## src/rv_defs.svh

```systemverilog
// RV64IM decode front end shared parameters
// data, instruction and register index widths, reset pc, queue depth

`ifndef RV_DEFS_SVH
`define RV_DEFS_SVH

///////////////////////////////////////////////////////////////////////
// datapath widths
///////////////////////////////////////////////////////////////////////

`define XLEN 64      // data and immediate width
`define ILEN 32      // instruction word width
`define REG_ID_W 5   // x0..x31

///////////////////////////////////////////////////////////////////////
// fetch and queue
///////////////////////////////////////////////////////////////////////

// pc given to the first word after reset
`define RESET_PC 64'h8000_0000

// instruction queue entries
`define QUEUE_DEPTH 4

`endif

```

## src/rv_isa_pkg.sv

```systemverilog
// RV64IM ISA encoding types
// major opcodes, funct7 codes and the two views of an instruction word

`default_nettype none

package rv_isa_pkg;

  `include "rv_defs.svh"

  // major opcodes handled by the decoder
  typedef enum logic [6:0] {
    LOAD      = 7'b0000011,
    OP_IMM    = 7'b0010011,
    AUIPC     = 7'b0010111,
    OP_IMM_32 = 7'b0011011,
    STORE     = 7'b0100011,
    OP        = 7'b0110011,
    LUI       = 7'b0110111,
    OP_32     = 7'b0111011,
    BRANCH    = 7'b1100011,
    JALR      = 7'b1100111,
    JAL       = 7'b1101111,
    SYSTEM    = 7'b1110011
  } opcode_e;

  localparam logic [6:0] F7_BASE   = 7'b0000000;
  localparam logic [6:0] F7_ALT    = 7'b0100000;  // sub, sra
  localparam logic [6:0] F7_MULDIV = 7'b0000001;

  // R, I and S formats read the word as plain fields
  typedef struct packed {
    logic [6:0]           funct7;
    logic [`REG_ID_W-1:0] rs2;
    logic [`REG_ID_W-1:0] rs1;
    logic [2:0]           funct3;
    logic [`REG_ID_W-1:0] rd;
    opcode_e              opcode;
  } rsi_view_t;

  // B, U and J formats scatter their immediate bits
  typedef struct packed {
    logic                 b31;     // sign bit in every format
    logic [5:0]           b30_25;
    logic [3:0]           b24_21;
    logic                 b20;
    logic [7:0]           b19_12;
    logic [`REG_ID_W-1:0] rd;      // holds imm[4:1|11] for branches
    opcode_e              opcode;
  } buj_view_t;

  typedef union packed {
    rsi_view_t rsi;
    buj_view_t buj;
  } inst_word_u;

endpackage

`default_nettype wire

```

## src/rv_ctrl_pkg.sv

```systemverilog
// decoded control types for the decode front end
// ALU operation groups, access width, control flags and pipeline packets

`default_nettype none

package rv_ctrl_pkg;

  `include "rv_defs.svh"

  // one value per ALU operation group
  typedef enum logic [5:0] {
    ALU_NONE, ALU_ADD, ALU_SUB, ALU_LT, ALU_LTU,
    ALU_AND, ALU_OR, ALU_XOR, ALU_SLL, ALU_SRL, ALU_SRA,
    ALU_OUT_IMM,                                // lui
    ALU_EQ, ALU_NE, ALU_GE, ALU_GEU,            // branch compares
    ALU_ADDW, ALU_SUBW, ALU_SLLW, ALU_SRLW, ALU_SRAW,
    ALU_MUL, ALU_MULH, ALU_MULHSU, ALU_MULHU, ALU_MULW,
    ALU_DIV, ALU_DIVU, ALU_REM, ALU_REMU,
    ALU_DIVW, ALU_DIVUW, ALU_REMW, ALU_REMUW
  } alu_op_e;

  typedef enum logic [2:0] {W_NONE, W8, W16, W32, W64} width_e;

  typedef struct packed {
    logic need_imm;     // second operand is the immediate
    logic is_load;
    logic is_store;
    logic is_branch;
    logic is_jal;
    logic is_jalr;
    logic is_auipc;
    logic is_ebreak;
    logic is_unsigned;  // zero-extending load
    logic reg_wen;
    logic mem_wen;
    logic illegal;
  } dec_flags_t;

  typedef struct packed {
    logic [`XLEN-1:0]       pc;
    rv_isa_pkg::inst_word_u inst;
  } fetch_pkt_t;

  typedef struct packed {
    logic [`XLEN-1:0]     pc;
    logic [`REG_ID_W-1:0] rd;
    logic [`REG_ID_W-1:0] rs1;
    logic [`REG_ID_W-1:0] rs2;
    logic [`XLEN-1:0]     imm;
    alu_op_e              alu_op;
    width_e               width;
    dec_flags_t           flags;
  } dec_inst_t;

endpackage

`default_nettype wire

```

## src/fetch_unit.sv

```systemverilog
// fetch unit
// tags each strobed instruction word with its pc and pushes the
// packet into the instruction queue one cycle later

`timescale 1ns/1ps
`default_nettype none

`include "rv_defs.svh"

module fetch_unit
  import rv_isa_pkg::*;
  import rv_ctrl_pkg::*;
(
  input  logic       clk,
  input  logic       arst_n,
  input  logic       in_valid,   // one word per strobe
  input  inst_word_u in_inst,
  output logic       push,
  output fetch_pkt_t push_pkt
);

  localparam logic [`XLEN-1:0] PC_STEP = 4;

  logic [`XLEN-1:0] pc_q;   // pc of the next word in the stream

  // pc advances on every strobe, even if the queue later drops the word
  always_ff @(posedge clk or negedge arst_n) begin
    if (!arst_n) begin
      pc_q <= `RESET_PC;
      push <= 1'b0;
    end else begin
      push <= in_valid;
      if (in_valid) pc_q <= pc_q + PC_STEP;
    end
  end

  always_ff @(posedge clk) begin
    if (in_valid) begin
      push_pkt.pc   <= pc_q;
      push_pkt.inst <= in_inst;
    end
  end

endmodule

`default_nettype wire

```

## src/inst_queue.sv

```systemverilog
// instruction queue
// show-ahead circular FIFO of fetch packets, head is valid combinationally
// a push into a full queue is dropped and sets a sticky overflow flag

`timescale 1ns/1ps
`default_nettype none

`include "rv_defs.svh"

module inst_queue
  import rv_ctrl_pkg::*;
(
  input  logic       clk,
  input  logic       arst_n,
  input  logic       push,
  input  fetch_pkt_t push_pkt,
  input  logic       pop,
  output fetch_pkt_t head,
  output logic       not_empty,
  output logic       overflow
);

  localparam int DEPTH = `QUEUE_DEPTH;
  localparam int PTR_W = (DEPTH > 1) ? $clog2(DEPTH) : 1;

  fetch_pkt_t       mem [DEPTH];
  logic [PTR_W-1:0] wr_ptr;
  logic [PTR_W-1:0] rd_ptr;
  logic [PTR_W:0]   count;    // occupancy, 0..DEPTH
  logic             full;
  logic             do_push;
  logic             do_pop;

  // wrap for any depth, not only powers of two
  function automatic logic [PTR_W-1:0] ptr_next(input logic [PTR_W-1:0] ptr);
    return (ptr == PTR_W'(DEPTH - 1)) ? '0 : ptr + 1'b1;
  endfunction

  assign full      = (count == (PTR_W + 1)'(DEPTH));
  assign not_empty = (count != '0);
  assign do_push   = push & ~full;
  assign do_pop    = pop & not_empty;
  assign head      = mem[rd_ptr];

  ///////////////////////////////////////////////////////////////////////
  // pointers, occupancy and overflow
  ///////////////////////////////////////////////////////////////////////

  always_ff @(posedge clk or negedge arst_n) begin
    if (!arst_n) begin
      wr_ptr   <= '0;
      rd_ptr   <= '0;
      count    <= '0;
      overflow <= 1'b0;
    end else begin
      if (do_push) wr_ptr <= ptr_next(wr_ptr);
      if (do_pop)  rd_ptr <= ptr_next(rd_ptr);
      case ({do_push, do_pop})
        2'b10:   count <= count + 1'b1;
        2'b01:   count <= count - 1'b1;
        default: count <= count;   // both or neither
      endcase
      if (push && full) overflow <= 1'b1;   // sticky until reset
    end
  end

  always_ff @(posedge clk) begin
    if (do_push) mem[wr_ptr] <= push_pkt;
  end

endmodule

`default_nettype wire

```

## src/decoder.sv

```systemverilog
// RV64IM instruction decoder
// purely combinational, splits a word into register indices, immediate,
// ALU operation group, access width and control flags

`timescale 1ns/1ps
`default_nettype none

`include "rv_defs.svh"

module decoder
  import rv_isa_pkg::*;
  import rv_ctrl_pkg::*;
(
  input  inst_word_u inst,
  output dec_inst_t  dec    // pc left at zero, filled in by decode stage
);

  opcode_e    opc;
  logic [2:0] f3;
  logic [6:0] f7;

  assign opc = inst.rsi.opcode;
  assign f3  = inst.rsi.funct3;
  assign f7  = inst.rsi.funct7;

  ///////////////////////////////////////////////////////////////////////
  // opcode classes
  ///////////////////////////////////////////////////////////////////////

  wire op_imm    = (opc == OP_IMM);
  wire op_imm_32 = (opc == OP_IMM_32);
  wire op_op     = (opc == OP);
  wire op_32     = (opc == OP_32);
  wire op_lui    = (opc == LUI);
  wire op_auipc  = (opc == AUIPC);
  wire op_jal    = (opc == JAL);
  wire op_jalr   = (opc == JALR);
  wire op_branch = (opc == BRANCH);
  wire op_load   = (opc == LOAD);
  wire op_store  = (opc == STORE);
  wire op_system = (opc == SYSTEM);

  wire f7_base = (f7 == F7_BASE);
  wire f7_alt  = (f7 == F7_ALT);
  wire f7_md   = (f7 == F7_MULDIV);

  // RV64 shifts take a 6 bit shamt, so only funct7[6:1] is the code
  wire sh_base = (f7[6:1] == F7_BASE[6:1]);
  wire sh_alt  = (f7[6:1] == F7_ALT[6:1]);

  ///////////////////////////////////////////////////////////////////////
  // individual instructions
  ///////////////////////////////////////////////////////////////////////

  wire addi  = op_imm & (f3 == 3'b000);
  wire slti  = op_imm & (f3 == 3'b010);
  wire sltiu = op_imm & (f3 == 3'b011);
  wire xori  = op_imm & (f3 == 3'b100);
  wire ori   = op_imm & (f3 == 3'b110);
  wire andi  = op_imm & (f3 == 3'b111);
  wire slli  = op_imm & (f3 == 3'b001) & sh_base;
  wire srli  = op_imm & (f3 == 3'b101) & sh_base;
  wire srai  = op_imm & (f3 == 3'b101) & sh_alt;

  wire add_r = op_op & (f3 == 3'b000) & f7_base;
  wire sub_r = op_op & (f3 == 3'b000) & f7_alt;
  wire sll_r = op_op & (f3 == 3'b001) & f7_base;
  wire slt_r = op_op & (f3 == 3'b010) & f7_base;
  wire sltu  = op_op & (f3 == 3'b011) & f7_base;
  wire xor_r = op_op & (f3 == 3'b100) & f7_base;
  wire srl_r = op_op & (f3 == 3'b101) & f7_base;
  wire sra_r = op_op & (f3 == 3'b101) & f7_alt;
  wire or_r  = op_op & (f3 == 3'b110) & f7_base;
  wire and_r = op_op & (f3 == 3'b111) & f7_base;

  wire addw_g = (op_imm_32 & (f3 == 3'b000)) | (op_32 & (f3 == 3'b000) & f7_base);
  wire subw   = op_32 & (f3 == 3'b000) & f7_alt;
  wire sllw_g = (op_imm_32 | op_32) & (f3 == 3'b001) & f7_base;
  wire srlw_g = (op_imm_32 | op_32) & (f3 == 3'b101) & f7_base;
  wire sraw_g = (op_imm_32 | op_32) & (f3 == 3'b101) & f7_alt;

  wire md    = op_op & f7_md;   // M extension, funct3 picks the op
  wire md_w  = op_32 & f7_md;

  wire beq  = op_branch & (f3 == 3'b000);
  wire bne  = op_branch & (f3 == 3'b001);
  wire blt  = op_branch & (f3 == 3'b100);
  wire bge  = op_branch & (f3 == 3'b101);
  wire bltu = op_branch & (f3 == 3'b110);
  wire bgeu = op_branch & (f3 == 3'b111);

  wire sz8   = (op_load | op_store) & (f3[1:0] == 2'b00);   // lb lbu sb
  wire sz16  = (op_load | op_store) & (f3[1:0] == 2'b01);
  wire sz32  = (op_load | op_store) & (f3[1:0] == 2'b10);
  wire sz64  = (op_load | op_store) & (f3 == 3'b011);
  wire ld_u  = op_load & f3[2] & (f3 != 3'b111);            // lbu lhu lwu

  wire ebreak = op_system & (f3 == 3'b000) & f7_base & (inst.rsi.rs2 == 5'd1);

  wire known = op_imm | op_imm_32 | op_op | op_32 | op_lui | op_auipc | op_jal
             | op_jalr | op_branch | op_load | op_store | op_system;

  ///////////////////////////////////////////////////////////////////////
  // output assembly
  ///////////////////////////////////////////////////////////////////////

  always_comb begin
    dec     = '0;
    dec.rd  = inst.rsi.rd;
    dec.rs1 = inst.rsi.rs1;
    dec.rs2 = inst.rsi.rs2;

    // immediate by format, R type stays zero
    if (op_imm | op_imm_32 | op_load | op_jalr)
      dec.imm = {{(`XLEN-12){f7[6]}}, f7, inst.rsi.rs2};
    else if (op_store)
      dec.imm = {{(`XLEN-12){f7[6]}}, f7, inst.rsi.rd};
    else if (op_branch)
      dec.imm = {{(`XLEN-12){inst.buj.b31}}, inst.buj.rd[0], inst.buj.b30_25,
                 inst.buj.rd[4:1], 1'b0};
    else if (op_lui | op_auipc)
      dec.imm = {{(`XLEN-32){inst.buj.b31}}, inst.buj.b31, inst.buj.b30_25,
                 inst.buj.b24_21, inst.buj.b20, inst.buj.b19_12, 12'b0};
    else if (op_jal)
      dec.imm = {{(`XLEN-20){inst.buj.b31}}, inst.buj.b19_12, inst.buj.b20,
                 inst.buj.b30_25, inst.buj.b24_21, 1'b0};

    if (addi | add_r | op_auipc | op_jal | op_jalr | op_load | op_store)
      dec.alu_op = ALU_ADD;
    else if (sub_r)         dec.alu_op = ALU_SUB;
    else if (slti | slt_r | blt)   dec.alu_op = ALU_LT;
    else if (sltiu | sltu | bltu)  dec.alu_op = ALU_LTU;
    else if (andi | and_r)  dec.alu_op = ALU_AND;
    else if (ori | or_r)    dec.alu_op = ALU_OR;
    else if (xori | xor_r)  dec.alu_op = ALU_XOR;
    else if (slli | sll_r)  dec.alu_op = ALU_SLL;
    else if (srli | srl_r)  dec.alu_op = ALU_SRL;
    else if (srai | sra_r)  dec.alu_op = ALU_SRA;
    else if (op_lui)        dec.alu_op = ALU_OUT_IMM;
    else if (beq)           dec.alu_op = ALU_EQ;
    else if (bne)           dec.alu_op = ALU_NE;
    else if (bge)           dec.alu_op = ALU_GE;
    else if (bgeu)          dec.alu_op = ALU_GEU;
    else if (addw_g)        dec.alu_op = ALU_ADDW;
    else if (subw)          dec.alu_op = ALU_SUBW;
    else if (sllw_g)        dec.alu_op = ALU_SLLW;
    else if (srlw_g)        dec.alu_op = ALU_SRLW;
    else if (sraw_g)        dec.alu_op = ALU_SRAW;
    else if (md) begin
      case (f3)
        3'b000:  dec.alu_op = ALU_MUL;
        3'b001:  dec.alu_op = ALU_MULH;
        3'b010:  dec.alu_op = ALU_MULHSU;
        3'b011:  dec.alu_op = ALU_MULHU;
        3'b100:  dec.alu_op = ALU_DIV;
        3'b101:  dec.alu_op = ALU_DIVU;
        3'b110:  dec.alu_op = ALU_REM;
        default: dec.alu_op = ALU_REMU;
      endcase
    end else if (md_w) begin
      case (f3)
        3'b000:  dec.alu_op = ALU_MULW;
        3'b100:  dec.alu_op = ALU_DIVW;
        3'b101:  dec.alu_op = ALU_DIVUW;
        3'b110:  dec.alu_op = ALU_REMW;
        3'b111:  dec.alu_op = ALU_REMUW;
        default: dec.alu_op = ALU_NONE;   // no mulh variants in RV64M word ops
      endcase
    end

    if (sz8)       dec.width = W8;
    else if (sz16) dec.width = W16;
    else if (sz32) dec.width = W32;
    else if (sz64) dec.width = W64;

    dec.flags.need_imm    = op_imm | op_imm_32 | op_lui | op_auipc | op_store
                          | op_jal | op_jalr | op_load;
    dec.flags.is_load     = op_load;
    dec.flags.is_store    = op_store;
    dec.flags.is_branch   = op_branch;
    dec.flags.is_jal      = op_jal;
    dec.flags.is_jalr     = op_jalr;
    dec.flags.is_auipc    = op_auipc;
    dec.flags.is_ebreak   = ebreak;
    dec.flags.is_unsigned = ld_u;
    dec.flags.reg_wen     = op_imm | op_imm_32 | op_lui | op_auipc | op_op | op_32
                          | op_jal | op_jalr | op_load;
    dec.flags.mem_wen     = op_store;
    // all-zero word passes as a bubble
    dec.flags.illegal     = ~(known | (inst == {`ILEN{1'b0}}));
  end

endmodule

`default_nettype wire

```

## src/decode_stage.sv

```systemverilog
// decode stage
// pops the queue head whenever not held, decodes it and registers the
// result as a one-cycle strobe, counts illegal words (saturating)

`timescale 1ns/1ps
`default_nettype none

module decode_stage
  import rv_ctrl_pkg::*;
(
  input  logic        clk,
  input  logic        arst_n,
  input  fetch_pkt_t  head,
  input  logic        not_empty,
  input  logic        hold,        // level from the execute side
  output logic        pop,
  output logic        out_valid,
  output dec_inst_t   out_inst,
  output logic [15:0] illegal_count
);

  dec_inst_t dec;
  dec_inst_t dec_pc;   // decoder result with the head's pc

  assign pop = not_empty & ~hold;

  decoder u_decoder (
    .inst (head.inst),
    .dec  (dec)
  );

  always_comb begin
    dec_pc    = dec;
    dec_pc.pc = head.pc;
  end

  always_ff @(posedge clk or negedge arst_n) begin
    if (!arst_n) begin
      out_valid     <= 1'b0;
      illegal_count <= '0;
    end else begin
      out_valid <= pop;
      if (pop && dec.flags.illegal && (illegal_count != 16'hffff))
        illegal_count <= illegal_count + 1'b1;
    end
  end

  always_ff @(posedge clk) begin
    if (pop) out_inst <= dec_pc;   // held between strobes
  end

endmodule

`default_nettype wire

```

## src/decode_top.sv

```systemverilog
// decode front end top level
// fetch unit feeds the instruction queue, decode stage drains it

`timescale 1ns/1ps
`default_nettype none

module decode_top
  import rv_isa_pkg::*;
  import rv_ctrl_pkg::*;
(
  input  logic        clk,
  input  logic        arst_n,
  input  logic        in_valid,
  input  inst_word_u  in_inst,
  input  logic        hold,
  output logic        out_valid,
  output dec_inst_t   out_inst,
  output logic        overflow,
  output logic [15:0] illegal_count
);

  logic       push;
  fetch_pkt_t push_pkt;
  logic       pop;
  fetch_pkt_t head;
  logic       not_empty;

  fetch_unit u_fetch (
    .clk      (clk),
    .arst_n   (arst_n),
    .in_valid (in_valid),
    .in_inst  (in_inst),
    .push     (push),
    .push_pkt (push_pkt)
  );

  inst_queue u_queue (
    .clk       (clk),
    .arst_n    (arst_n),
    .push      (push),
    .push_pkt  (push_pkt),
    .pop       (pop),
    .head      (head),
    .not_empty (not_empty),
    .overflow  (overflow)
  );

  decode_stage u_decode (
    .clk           (clk),
    .arst_n        (arst_n),
    .head          (head),
    .not_empty     (not_empty),
    .hold          (hold),
    .pop           (pop),
    .out_valid     (out_valid),
    .out_inst      (out_inst),
    .illegal_count (illegal_count)
  );

endmodule

`default_nettype wire

```

## config.mk

```make
export PLATFORM = sky130hd
export DESIGN_NAME = decode_top
export DESIGN_NICKNAME = d
export VERILOG_FILES = /design/src/rv_isa_pkg.sv /design/src/rv_ctrl_pkg.sv /design/src/fetch_unit.sv /design/src/inst_queue.sv /design/src/decoder.sv /design/src/decode_stage.sv /design/src/decode_top.sv
export VERILOG_INCLUDE_DIRS = /design/src
export SDC_FILE = /design/constraint.sdc
export NUM_CORES = 1
export LEC_CHECK = 0
export ABC_AREA = 1
export ABC_CLOCK_PERIOD_IN_PS = 7300
export BUFFER_PORTS_ARGS = -buffer_cell sky130_fd_sc_hd__buf_2
export CORE_MARGIN = 2
export CORE_UTILIZATION = 53
export CTS_BUF_LIST = sky130_fd_sc_hd__clkbuf_16
export CTS_CLUSTER_SIZE = 24
export DETAILED_ROUTE_END_ITERATION = 10
export PLACE_DENSITY = 0.79
export SYNTH_ARGS = -nofsm -noshare
export SYNTH_HDL_FRONTEND = slang
export SYNTH_SLANG_ARGS = --single-unit
```

## constraint.sdc

```tcl
create_clock -name clk -period 7.3 [get_ports clk]
set_input_delay 1.095 -clock clk [delete_from_list [all_inputs] [get_ports clk]]
set_output_delay 1.095 -clock clk [all_outputs]
set_load 0.01 [all_outputs]
```

==> flow_summary.yaml, run 1 <==
setup_path:
  max_stage_delay_ns: 0.88
  criticalPathCategory: "reg -> reg"
  endpoint_kind: "flop"
  crit_arrival_ns: 5.02
  crit_slowest_cell: "inv_4"
  path_common_cell: "nand2_1"
  crit_fanout: 109
  worstSetupStartpointType: "flop"
  path_cells: "inv_4, buf_4, nand2_1, nand3_1, nand2_1, nand2_1, nor2_1, nand4_1, nor3_1, nand2_1, nand2_1, nor2_4, nand3_4, nand2_1, nand2_1"
  required_ns: 7.76
sta:
  finalSetupViolCount: 0
  rsz0062_at_grt: "false"
  slew_headroom_pct: 23.69
  worst_pin_slew_ns: 1.145
  worst_clock_skew_ns: 0.02132
  tns_ns: 0
  max_freq_ghz: 0.2197
  period_minus_slack_ns: 4.552
  slew_violations: 0
  fin_crit_sh_pct: 62.35
  hold_viol: 0
layout:
  seq_area_sq_um: 20200
  antenna_cells: 0
  drive_above_1_share_pct: 16.13
  area_growth_pct: 13.80
  multiInputGateArea_sq_um: 5504
  nFillCells: 3778
  fin_nets: 2261
clock_network:
  clk_latency_ns: 0.60
  cts-resized-gates: 0
  cts_hold_buf: 0
  clock_path_buffers: 3
  cts-buffers-inserted: 69
  cts_max_level: 3
  clkSinkCount: 687
  cts_tree: "done"
  cts_post_setup_buffers_inserted: 0
  clkTransAtPathRegs_ns: 0.06
  clockRootBuffer: "clkbuf_16"
synth:
  synth.area.top_cells: "edfxtp_1, dfrtp_1, nand2_1, o21ai_0, nor2_1"
  yosysMostFrequentCell: "edfxtp_1"
  ys_seq_elements: 687
  synthSimpleGateAreaFrac_pct: 11.68
  yosysWarnings: 0
  syn_area_sq_um: 26800
  synth_compound_area_share_pct: 5.655
  synth.area.mux_share_pct: 0.04202
  synth_cell_types: 48
  synthArstFlopShare_pct: 12.81
  synthFlopType: "edfxtp_1"
  synth-adder-area-share_pct: 0.4483
  synth_top_family_by_area: "simple AND/OR/NAND/NOR gates"
  syn_area_per_cell_sq_um: 13.28
  yosysSeqAreaShare_pct: 75.35
  synthTopCellsByCount: "edfxtp_1, nand2_1, nor2_1"
  synth_top_area_share_pct: 67.13
  syn_inst: 2017
  synth_edf_count: 599
  yosysTopAreaCell: "edfxtp_1"
  synth_xor_xnor_area_share_pct: 2.517
route:
  wl_per_cell_um: 20.04
  avgViaCountPerCell: 5.534
  post-route-drc-count: 0
  wirelength_mm: 58.93
  ant_nets: 0
  drt_iter0_markers: 1686
  num_vias: 16275
  drtPass1Iterations: 5
run_status:
  status: "finished clean"
global_route:
  grt_pass1_vias: 16382
  grt_usage_pct: 22.31
  grt-ovfl-total: 0
  grt_max_degree: 110
  antenna_found_initial: 1
  grt_pass1_wl_mm: 90.29
die:
  die_width_um: 228.9
  fp-row-count: 82
  num_io_pins: 218
  dieHeight_um: 228.9
  coreArea_sq_um: 50070
  initial_core_util_pct: 53.52
  dieArea_sq_um: 52370
placement:
  dp_hpwl_mm: 35.83
  port_buffers: 215
  gp_congestion: 0.9202
power:
  power_density_nw_per_um2: 394.8
  ir_drop_mv: 0.2597
  finalPower_w: 0.01204
  leakagePower_nw: 11.69
hold_path:
  hp-class: "in -> async"
run:
  cap_violations: 0
-- layer usage --
layer	vias up	GRT usage [%]	share of wire, %
met5	-	0	0
met4	0	7.224	2.9
met3	108	3.605	5.4
met2	551	39.30	51
met1	8080	28.37	41
li1	7536	-	-
-- sequential cells by signal, summed over array words and instances (netlist names) --
name / flops
u_decode.out_inst: 129
u_decode.illegal_count: 16
u_queue.rd_ptr: 2
u_queue.mem: 376
u_queue.overflow: 1
u_fetch.push_pkt: 94
u_queue.count: 3
u_fetch.push: 1
u_fetch.pc_q: 62
u_decode.out_valid: 1
u_queue.wr_ptr: 2
-- path summary, 6_finish.rpt --
path / startpoint / endpoint / slack (ns) / depth (start not counted)
max in group asynchronous: arst_n / u_fetch.pc_q[5] / 5.70 / 2
hold reg to reg: u_fetch.pc_q[36] / u_fetch.push_pkt[68] / 0.46 / 0
min in group clk: u_fetch.pc_q[36] / u_fetch.push_pkt[68] / 0.46 / 0
hold / removal: arst_n / u_decode.out_valid / 0.45 / 1
setup / recovery: u_queue.rd_ptr[0] / u_decode.illegal_count[8] / 2.75 / 15
setup reg to reg: u_queue.rd_ptr[0] / u_decode.illegal_count[8] / 2.75 / 15
-- cell usage in the layout, fill, tap and decap left out, types with 21 or more instances in the layout --
cell       count
xor2_1        57
nand2_1      284
edfxtp_1     599
nand3_1       73
inv_1        157
nor2_1       215
buf_2        213
o21ai_0      171
o22ai_1       64
nor3_1        42
dfrtp_1       85
clkbuf_16     72
a21oi_1       21
nand4_1       53
-- power by group --
group,leakage (nW),internal (W),switching (W),total (W)
Sequential,6.70,0.00528,0.000371,0.00565
Clock,1.12,0.00194,0.00146,0.00340
Combinational,3.88,0.000822,0.00217,0.00299
-- metrics by stage --
step           hold slack, ns  instance area, sq um  utilization (%)  cells  setup slack [ns]
6_report               0.4469                 30490            60.91   2941             2.748
5_1_grt                0.4619                 30490            60.91   2941             2.273
4_1_cts                0.4420                 30490            60.91   2941             2.744
3_5_place_dp           0.4491                 28310            56.54   2817             2.733
3_3_place_gp           0.4361                 28310            56.54   2817             2.909
2_1_floorplan          0.4249                 26800                -   2018            0.6107
-- worst max-delay path, delay by kind of cell (launching register included) --
kind,cells,cell delay (ns)
flip-flops,1,0.87
AND/OR/NAND/NOR,13,1.83
buffers and inverters,2,1.69
-- cell families after synthesis --
group | Yosys count
buf+inv | 254
simple gates | 713
compound gates | 275
fa+ha+maj | 9
mux | 1
other cells | 1
flops | 687
xor+xnor | 77
-- final cells by class --
cell class / count / area share, %
timing repair buffer: 232 / 3.964
tap: 672 / 2.757
sequential: 687 / 66.23
multi-input combinational: 1077 / 18.05
inverter: 149 / 1.842
clock inverter: 52 / 1.251
clock buffer: 72 / 5.908
Note: power is estimated with default switching activity, not from simulation.
==> run 2, diff against run 1 <==
--- a/config.mk
+++ b/config.mk
@@ -7,14 +7,14 @@
 export NUM_CORES = 1
 export LEC_CHECK = 0
 export ABC_AREA = 1
-export ABC_CLOCK_PERIOD_IN_PS = 7300
+export ABC_CLOCK_PERIOD_IN_PS = 4100
 export BUFFER_PORTS_ARGS = -buffer_cell sky130_fd_sc_hd__buf_2
 export CORE_MARGIN = 2
 export CORE_UTILIZATION = 53
 export CTS_BUF_LIST = sky130_fd_sc_hd__clkbuf_16
 export CTS_CLUSTER_SIZE = 24
 export DETAILED_ROUTE_END_ITERATION = 10
-export PLACE_DENSITY = 0.79
+export PLACE_DENSITY = 0.82
 export SYNTH_ARGS = -nofsm -noshare
 export SYNTH_HDL_FRONTEND = slang
 export SYNTH_SLANG_ARGS = --single-unit
==> constraint.sdc (replaced) <==
create_clock -name clk -period 4.1 [get_ports clk]
set_input_delay 0.615 -clock clk [delete_from_list [all_inputs] [get_ports clk]]
set_output_delay 0.615 -clock clk [all_outputs]
set_load 0.01 [all_outputs]
==> run 2 against run 1 <==
Net effect:
- utilization is 0.32 points higher
- final cell count is 0.31% higher
- sequential cell count stayed put
==> flow_summary.yaml, run 2 (synthesis gave the netlist of run 1 again) <==
layout:
  regMostFlops: "u_queue.mem"
  mostFrequentLayoutCells: "edfxtp_1, nand2_1, nor2_1"
  final_common_cell: "edfxtp_1"
  top_regs: "u_queue.mem x376, u_decode.out_inst x129, u_fetch.push_pkt x94"
  seq_area_sq_um: 20200
  nFillCells: 3691
  largest_register_ffs: 376
  area_growth_pct: 14.40
  drive_above_1_share_pct: 16.43
  multiInputGateArea_sq_um: 5504
  fin_nets: 2268
  fin_util_pct: 61.22
sta:
  worst_pin_slew_ns: 1.038
  fin_hold_ws_ns: 0.1384
  worst_clock_skew_ns: 0.01649
  slew_violations: 0
  fin_crit_sh_pct: 85.55
  tns_ns: 0
  max_freq_ghz: 0.2851
  period_minus_slack_ns: 3.508
  rsz0062_at_grt: "false"
  hold_viol: 0
  finalSetupViolCount: 0
  slew_headroom_pct: 30.78
setup_path:
  crit_arrival_ns: 3.99
  r2r_cells: 14
  reg2reg_slack_ns: 0.59
  crit_buf_inv: 2
  endpoint_kind: "flop"
  r2r_end: "u_decode.illegal_count[2]"
  crit_fanout: 38
  criticalPathCategory: "reg -> reg"
  crit_slowest_cell: "dfrtp_4"
  path_cells: "inv_4, nand2_1, nand3_1, nand2_1, nand3_2, nor2_1, nor2_2, nand2_1, clkinv_1, nand4_4, nor2_4, nand3_4, nand2_1, nand2_1"
  critPathTopFamily: "simple AND/OR/NAND/NOR gates"
  reg2reg_from: "u_queue.rd_ptr[0]"
  max_stage_delay_ns: 0.65
  required_ns: 4.58
  path_common_cell: "nand2_1"
  worstSetupStartpointType: "flop"
  cp.depth: 14
placement:
  dp_hpwl_mm: 35.89
  port_buffers: 215
  gp_congestion: 0.9208
clock_network:
  clkSinkCount: 687
  cts-buffers-inserted: 69
  clkTransAtPathRegs_ns: 0.06
  cts_hold_buf: 0
  cts_max_level: 3
  cts-resized-gates: 0
  cts_post_setup_buffers_inserted: 0
  cts_tree: "done"
  clock_path_buffers: 3
  clockRootBuffer: "clkbuf_16"
  clk_latency_ns: 0.61
power:
  ir_drop_mv: 0.4138
  leakagePower_nw: 11.77
  power_density_nw_per_um2: 704.7
die:
  coreArea_sq_um: 50070
  num_io_pins: 218
  dieHeight_um: 228.9
  fp-row-count: 82
  die_width_um: 228.9
  initial_core_util_pct: 53.52
  dieArea_sq_um: 52370
route:
  num_vias: 16609
  drt_iter0_markers: 1621
  wirelength_mm: 58.58
  avgViaCountPerCell: 5.630
  ant_nets: 0
  wl_per_cell_um: 19.86
  drtPass1Iterations: 6
  post-route-drc-count: 0
global_route:
  grt_max_degree: 95
  grt_pass1_wl_mm: 90.71
  grt-ovfl-total: 0
  grt_usage_pct: 22.30
  grt_pass1_vias: 16366
  antenna_found_initial: 4
hold_path:
  hp-class: "in -> async"
run:
  cap_violations: 0
run_status:
  status: "finished clean"
## run 2: cell types whose count changed in the layout (fill, tap and decap cells not counted), moves of 2 or more
cell and change:
buf_12 +3, buf_4 +4, bufinv_16 +2, clkinv_1 +3, clkinvlp_4 -3, inv_1 -3
## run 2: final cells by class
class / count / area share [%]
Antenna cell: 1 / 0.008164
Timing Repair Buffer: 239 / 4.237
Clock buffer: 73 / 5.959
Sequential cell: 687 / 65.88
Inverter: 149 / 1.833
Multi-Input combinational cell: 1077 / 17.96
Clock inverter: 52 / 1.380
Tap cell: 672 / 2.743
## run 2: per-layer routing
metal	global-route usage, %	up-vias	part of all wire (%)
met5	0	-	0.063
met4	8.563	6	3.3
li1	-	7556	-
met1	28.05	8222	39
met3	4.528	139	6.7
met2	38.28	686	51
## run 2: power by group
group	switching [W]	internal (W)	leakage, nW
sequential	0.000545	0.00941	6.70
clock	0.00257	0.00361	1.15
combinational	0.00396	0.00150	3.92
## run 2: metrics by stage
stage | cell area, sq um | worst slack (ns) | total power (W) | std cells
after floorplan | 26800 | -0.9992 | 0.01363 | 2018
after global placement | 28400 | 0.7469 | 0.01531 | 2824
after detailed placement | 28400 | 0.6331 | 0.01553 | 2824
after CTS | 30650 | 0.6343 | 0.02173 | 2949
after global routing | 30650 | 0.2660 | 0.02267 | 2950
final | 30650 | 0.5925 | 0.02160 | 2950
## run 2: worst max-delay path by stage
stage                      startpoint                   endpoint  slack (ns)
detailed placement  u_queue.rd_ptr[0]  u_decode.illegal_count[2]        0.63
global route        u_queue.rd_ptr[0]  u_decode.illegal_count[0]        0.27
floorplan           u_queue.wr_ptr[0]          u_queue.mem[0][0]        -1.0
finish              u_queue.rd_ptr[0]  u_decode.illegal_count[2]        0.59
CTS                 u_queue.rd_ptr[0]  u_decode.illegal_count[2]        0.63
global placement    u_queue.rd_ptr[0]  u_decode.illegal_count[1]        0.75
